[src/desc_pkg.sv]
`default_nettype none

package desc_pkg;

    // ==============================
    // Descriptor field types
    // ==============================

    // Buffer byte address
    typedef logic [31:0] addr_t;

    // Buffer length in bytes
    typedef logic [15:0] len_t;

    // Opaque per-packet metadata
    typedef logic [15:0] meta_t;

    // One descriptor, 64 bits, addr in the top bits
    typedef struct packed {
        addr_t addr;
        len_t  len;
        meta_t meta;
    } pkt_desc_t;

    // Saturating event counter
    typedef logic [15:0] drop_cnt_t;

    // Low address bits that must be clear (word alignment)
    localparam int unsigned DESC_ALIGN_BITS = 2;

    // Increment that holds at all ones
    function automatic drop_cnt_t sat_inc(drop_cnt_t cnt);
        if (&cnt) begin
            return cnt;
        end
        return drop_cnt_t'(cnt + 1'b1);
    endfunction

endpackage

`default_nettype wire

[src/desc_egress.sv]
`timescale 1ns/100ps
`default_nettype none

module desc_egress
    import desc_pkg::*;
(
    input  logic      clk,
    input  logic      rst_n,
    input  logic      out_ready,
    input  logic      empty,
    input  pkt_desc_t head_desc,
    output logic      pop,
    output logic      out_valid,
    output pkt_desc_t out_desc
);

    // ==============================
    // Pop decision
    // ==============================

    // Combinational, takes the head in the same cycle
    assign pop = out_ready && !empty;

    // ==============================
    // Output register
    // ==============================

    // One-cycle strobe per popped entry
    always_ff @(posedge clk) begin
        if (!rst_n) begin
            out_valid <= 1'b0;
        end else begin
            out_valid <= pop;
        end
    end

    // Payload captured at the pop edge
    always_ff @(posedge clk) begin
        if (pop) begin
            out_desc <= head_desc;
        end
    end

    // Strobe only ever follows a pop
    assert property (@(posedge clk) disable iff (!rst_n)
        out_valid |-> $past(pop))
    else $error("desc_egress: out_valid without pop");

endmodule

`default_nettype wire

[src/desc_fifo.sv]
`timescale 1ns/100ps
`default_nettype none

module desc_fifo
    import desc_pkg::*;
#(
    parameter int unsigned DEPTH = 8
) (
    input  logic                       clk,
    input  logic                       rst_n,
    input  logic                       push,
    input  pkt_desc_t                  push_desc,
    input  logic                       pop,
    output pkt_desc_t                  head_desc,
    output logic                       full,
    output logic                       empty,
    output logic [$clog2(DEPTH):0]     level
);

    // ==============================
    // Storage and pointers
    // ==============================

    localparam int unsigned AW = $clog2(DEPTH);

    // Extra top bit tells a wrapped pointer apart
    typedef logic [AW:0]   ptr_t;
    typedef logic [AW-1:0] idx_t;

    pkt_desc_t mem [DEPTH];
    ptr_t      wr_ptr;
    ptr_t      rd_ptr;
    idx_t      wr_idx;
    idx_t      rd_idx;

    assign wr_idx = wr_ptr[AW-1:0];
    assign rd_idx = rd_ptr[AW-1:0];

    // Entry write, memory has no reset
    always_ff @(posedge clk) begin
        if (push) begin
            mem[wr_idx] <= push_desc;
        end
    end

    // Pointer update, push and pop may share a cycle
    always_ff @(posedge clk) begin
        if (!rst_n) begin
            wr_ptr <= '0;
            rd_ptr <= '0;
        end else begin
            if (push) begin
                wr_ptr <= wr_ptr + 1'b1;
            end
            if (pop) begin
                rd_ptr <= rd_ptr + 1'b1;
            end
        end
    end

    // ==============================
    // Status
    // ==============================

    // Show-ahead read of the oldest entry
    assign head_desc = mem[rd_idx];

    // Same index, top bits differ -> wrapped once
    assign full  = (wr_ptr[AW] != rd_ptr[AW]) && (wr_idx == rd_idx);
    assign empty = (wr_ptr == rd_ptr);
    assign level = wr_ptr - rd_ptr;

    // Ingress owns the full decision
    assert property (@(posedge clk) disable iff (!rst_n) push |-> !full)
    else $error("desc_fifo: push while full");

    // Egress owns the empty decision
    assert property (@(posedge clk) disable iff (!rst_n) pop |-> !empty)
    else $error("desc_fifo: pop while empty");

    assert property (@(posedge clk) disable iff (!rst_n) level <= DEPTH)
    else $error("desc_fifo: level above DEPTH");

endmodule

`default_nettype wire

[src/desc_ingress.sv]
`timescale 1ns/100ps
`default_nettype none

module desc_ingress
    import desc_pkg::*;
(
    input  logic      clk,
    input  logic      rst_n,
    input  logic      in_valid,
    input  pkt_desc_t in_desc,
    input  logic      full,
    output logic      push,
    output pkt_desc_t push_desc,
    output drop_cnt_t err_drops,
    output drop_cnt_t ovf_drops
);

    // ==============================
    // Input check
    // ==============================

    logic      malformed;
    logic      cand_valid;
    pkt_desc_t cand_desc;
    logic      overflow;

    // Zero length or misaligned address
    assign malformed = (in_desc.len == '0) ||
                       (in_desc.addr[DESC_ALIGN_BITS-1:0] != '0);

    // ==============================
    // Push register
    // ==============================

    // Well-formed descriptor held for one cycle
    always_ff @(posedge clk) begin
        if (!rst_n) begin
            cand_valid <= 1'b0;
        end else begin
            cand_valid <= in_valid && !malformed;
        end
    end

    // Payload, no reset
    always_ff @(posedge clk) begin
        if (in_valid) begin
            cand_desc <= in_desc;
        end
    end

    // Full is tested here, one cycle after the strobe, so an
    // earlier pending push is already counted in it
    assign overflow  = cand_valid && full;
    assign push      = cand_valid && !full;
    assign push_desc = cand_desc;

    // ==============================
    // Drop counters
    // ==============================

    always_ff @(posedge clk) begin
        if (!rst_n) begin
            err_drops <= '0;
            ovf_drops <= '0;
        end else begin
            // Malformed counted at the strobe
            if (in_valid && malformed) begin
                err_drops <= sat_inc(err_drops);
            end
            // Overflow counted at the push slot
            if (overflow) begin
                ovf_drops <= sat_inc(ovf_drops);
            end
        end
    end

    // Good length checked a cycle earlier, still good at push
    assert property (@(posedge clk) disable iff (!rst_n)
        push |-> (push_desc.len != '0))
    else $error("desc_ingress: push with zero length");

endmodule

`default_nettype wire

[src/desc_path.sv]
`timescale 1ns/100ps
`default_nettype none

module desc_path
    import desc_pkg::*;
#(
    parameter int unsigned DEPTH = 8
) (
    input  logic                   clk,
    input  logic                   rst_n,
    input  logic                   in_valid,
    input  pkt_desc_t              in_desc,
    input  logic                   out_ready,
    output logic                   out_valid,
    output pkt_desc_t              out_desc,
    output drop_cnt_t              err_drops,
    output drop_cnt_t              ovf_drops,
    output logic [$clog2(DEPTH):0] level
);

    // Ingress to FIFO
    logic      push;
    pkt_desc_t push_desc;
    logic      full;

    // FIFO to egress
    logic      pop;
    logic      empty;
    pkt_desc_t head_desc;

    // ==============================
    // Check and drop
    // ==============================
    desc_ingress desc_ingress_i (
        .clk       (clk),
        .rst_n     (rst_n),
        .in_valid  (in_valid),
        .in_desc   (in_desc),
        .full      (full),
        .push      (push),
        .push_desc (push_desc),
        .err_drops (err_drops),
        .ovf_drops (ovf_drops)
    );

    // Descriptor store, DEPTH set here
    desc_fifo #(
        .DEPTH (DEPTH)
    ) desc_fifo_i (
        .clk       (clk),
        .rst_n     (rst_n),
        .push      (push),
        .push_desc (push_desc),
        .pop       (pop),
        .head_desc (head_desc),
        .full      (full),
        .empty     (empty),
        .level     (level)
    );

    // ==============================
    // Hand-out under ready
    // ==============================
    desc_egress desc_egress_i (
        .clk       (clk),
        .rst_n     (rst_n),
        .out_ready (out_ready),
        .empty     (empty),
        .head_desc (head_desc),
        .pop       (pop),
        .out_valid (out_valid),
        .out_desc  (out_desc)
    );

endmodule

`default_nettype wire

[config.mk]
export PLATFORM = sky130hd
export DESIGN_NAME = desc_path
export DESIGN_NICKNAME = d
export VERILOG_FILES = /design/src/desc_pkg.sv /design/src/desc_egress.sv /design/src/desc_fifo.sv /design/src/desc_ingress.sv /design/src/desc_path.sv
export SDC_FILE = /design/constraint.sdc
export NUM_CORES = 1
export LEC_CHECK = 0
export BUFFER_PORTS_ARGS = -buffer_cell sky130_fd_sc_hd__buf_2
export CAP_MARGIN = 20
export CELL_PAD_IN_SITES_DETAIL_PLACEMENT = 1
export CELL_PAD_IN_SITES_GLOBAL_PLACEMENT = 2
export CORE_UTILIZATION = 46
export DETAILED_ROUTE_END_ITERATION = 12
export PLACE_DENSITY_LB_ADDON = 0.3
export SLEW_MARGIN = 20
export SYNTH_ARGS = -nofsm -noshare
export SYNTH_HDL_FRONTEND = slang
export SYNTH_SLANG_ARGS = --single-unit
[constraint.sdc]
create_clock -name clk -period 7.9 [get_ports clk]
set_clock_uncertainty 0.1 [all_clocks]
set_input_delay 0.79 -clock clk [delete_from_list [all_inputs] [get_ports clk]]
set_output_delay 0.79 -clock clk [all_outputs]
set_load 0.01 [all_outputs]
==> impl_metrics.tcl <==
set metrics [dict create \
    placed_cells 2106 \
    end_kind "flop" \
    yosysWarnings 0 \
    drtIter0Drc 661 \
    dp_slack_ns 3.564 \
    cp.required_ns 8.00 \
    layout_common_cells "edfxtp_1, nand2_1, buf_2" \
    synth_top_area_share_pct 75.86 \
    drv_slew 0 \
    core_area_um2 54130 \
    sw_frac_of_total_pct 20.31 \
    vias_per_cell 5.555 \
    hold_start "in_desc[57]" \
    p_switching_mw 1.504 \
    final_hold_viol_count 0 \
    cts_made_buffers 70 \
    synth_area_um2 25330 \
    area_growth_syn_to_layout_pct 15.29 \
    post_cts_buffers 0 \
    max_stage_delay_ns 1.02 \
    dpl_cell_area_um2 27040 \
    synthFlopType "edfxtp_1" \
    worstHoldEndpoint "desc_ingress_i.push_desc[57]" \
    synth_cell_type_count 43 \
    routedWlPerCell_um 23.77 \
    fin_tns_setup_ns 0 \
    dp_hpwl_mm 29.10 \
    peakVddDrop_uv 141.2 \
    r2r_setup_slack_ns 3.58 \
    fp.dieW_um 236.7 \
    combPwrFrac_pct 2.7 \
    whs_path_depth 1 \
    cpMaxStageDelayCell "dfxtp_4" \
    rsz0062_at_grt "no" \
    cts-root-buf "clkbuf_16" \
    grt_overflow 0 \
    grt_start_max_net_pins 73 \
    vias 12410 \
    htreeDepth 3 \
    setup_viol 0 \
    timing.rr.start "desc_fifo_i.rd_ptr[2]" \
    syn_inst 1282 \
    ant_nets 0 \
    synth-edff-count 640 \
    maxClockFrequency_ghz 0.2316 \
    rows 85 \
    ctsResizeCount 0 \
    cp-start-kind "flop" \
    cts_tree "done" \
    relSlewSlack_pct 26.01 \
    whs_ns 0.2637 \
    drive_above_1_share_pct 27.78 \
    stdcell_area_um2 29210 \
    ys_ff_latch 682 \
    power_density_nw_per_um2 253.6 \
    antenna_cells 0 \
    remaining_drc_errors 0 \
    worstPathArrival_ns 4.42 \
    syn_avg_cell_area_um2 19.76 \
    worstPathMaxFanout 66 \
    cts_buffer_depth 3 \
    yosysSeqAreaShare_pct 79.18 \
    period_minus_slack_ns 4.318 \
    power_frac_seq_pct 55.4 \
    synth_largest_area_cell "edfxtp_1" \
    place_congestion 0.7562 \
    worstMarginPinSlew_ns 1.110 \
    timing.final.crit_share_pct 54.65 \
    final_nets 1559 \
    antenna_found_initial 2 \
    syn-num-nets 1358 \
    cap_violations 0 \
    io_buffers 168 \
    grt_pass1_wl_mm 80.38 \
    cts.sinks 682 \
    mostFrequentLayoutCell "edfxtp_1" \
    dr.pass1.iters 4 \
    reg2reg_to "desc_fifo_i.mem[0][30]" \
    clkPwrFrac_pct 41.9 \
    fp.dieArea_um2 56020 \
    initial_core_util_pct 46.80 \
    clk_pin_slew_ns 0.06 \
    ios 169 \
    insertion_delay_ns 0.60 \
    critPathKind "flop to flop" \
    async_flop_share_pct 0 \
    grt_usage_pct 19.29 \
    status "finished clean" \
    finalWirelength_mm 53.08 \
    cp_cell_sequence "clkinv_2 -> ha_1 -> nand3_1 -> o21ai_0 -> nand2b_1 -> nor3_2 -> buf_4" \
    r2r_cells 7 \
    leakage_nw 9.612 \
    intPower_mw 5.902 \
    worst_slack_ns 3.582 \
    hold_class "input port to flop" \
    hold_buffers 0 \
    grt_pass1_vias 13440 \
    die_h_um 236.7 \
    synth.top_cells.by_area "edfxtp_1, mux4_2, dfxtp_1, nand2_1, or4_1" \
    fin_cells 2233 \
]
## layout make-up
| type | count | area, um^2 |
|---|---|---|
| flip-flops and latches | 682 | 20070 |
| fillers | 4770 | 24930 |
| multi-input cells | 532 | 5085 |
| repair buffers | 186 | 998.5 |
| clock inverters | 35 | 226.5 |
| clock buffers | 91 | 1914 |
| well taps | 696 | 870.8 |
| inverters | 11 | 42.54 |
## sequential cells by signal, summed over array words and instances (netlist names)
name / count
desc_egress_i.out_valid: 1
desc_egress_i.out_desc: 64
desc_fifo_i.mem: 512
desc_fifo_i.wr_ptr: 4
desc_ingress_i.err_drops: 16
desc_fifo_i.rd_ptr: 4
desc_ingress_i.cand_valid: 1
desc_ingress_i.ovf_drops: 16
desc_ingress_i.push_desc: 64
## per-stage QoR
stage                     utilization, %  total power [mW]
after floorplan                        -             4.279
after global placement             49.95             4.377
after detailed placement           49.96             4.388
after CTS                          53.91             7.496
after global routing               53.96             7.633
final                              53.96             7.407
## synthesized netlist by cell type (all sizes together) (8+ instances only)
cell type	count
o31ai	14
nand3	11
mux2i	8
a21oi	22
nand4	14
dfxtp	42
inv	11
or4	18
nor4	14
edfxtp	640
nor2	13
mux4	128
clkbuf	35
nand2	212
buf	22
## routing by layer
| metal | share of wire [%] | wire, um | GRT usage (%) |
|---|---|---|---|
| met1 | 43 | 22690 | 24.96 |
| met2 | 51 | 27290 | 33.50 |
| met3 | 4.2 | 2252 | 3.567 |
| met4 | 1.6 | 823 | 5.234 |
| met5 | 0.043 | 23 | 0 |
## worst max-delay path by stage
| stage | slack, ns | from | cells after the start | end |
|---|---|---|---|---|
| global placement | 3.58 | desc_fifo_i.rd_ptr[1] | 6 | desc_fifo_i.mem[7][27] |
| floorplan | 0.79 | desc_fifo_i.rd_ptr[1] | 9 | desc_fifo_i.mem[0][0] |
| CTS | 3.55 | desc_fifo_i.rd_ptr[2] | 6 | desc_fifo_i.mem[7][28] |
| global route | 3.39 | desc_fifo_i.rd_ptr[2] | 7 | desc_fifo_i.mem[0][31] |
| finish | 3.58 | desc_fifo_i.rd_ptr[2] | 7 | desc_fifo_i.mem[0][30] |
| detailed placement | 3.56 | desc_fifo_i.rd_ptr[2] | 7 | desc_fifo_i.mem[0][28] |
## worst max-delay path, delay by kind of cell (launching register included)
| kind | cells | cell delay (ns) |
|---|---|---|
| buffers and inverters | 2 | 1.07 |
| and+or+nand+nor | 3 | 1.08 |
| DFF | 1 | 1.02 |
| AOI/OAI and AO/OA | 1 | 0.19 |
| adders and majority gates | 1 | 0.41 |
## cell families after synthesis
logic type	count (synthesis)	share of synthesized area, %
DFF	682	79.18
and+or+nand+nor	317	5.694
muxes	136	11.69
buffers and inverters	68	1.077
AOI/OAI and AO/OA	63	1.655
xor gates and xnor gates	8	0.2766
adders and majority gates	8	0.4247
## power groups by stage
| stage | clock [mW] | combinational [mW] | sequential, mW |
|---|---|---|---|
| finish | 3.10 | 0.197 | 4.11 |
| global placement | 0 | 0.198 | 4.18 |
| CTS | 3.18 | 0.204 | 4.11 |
| detailed placement | 0 | 0.202 | 4.19 |
| floorplan | 0 | 0.129 | 4.15 |
| global route | 3.30 | 0.215 | 4.12 |
No activity file was read; power rests on OpenSTA's default activity.
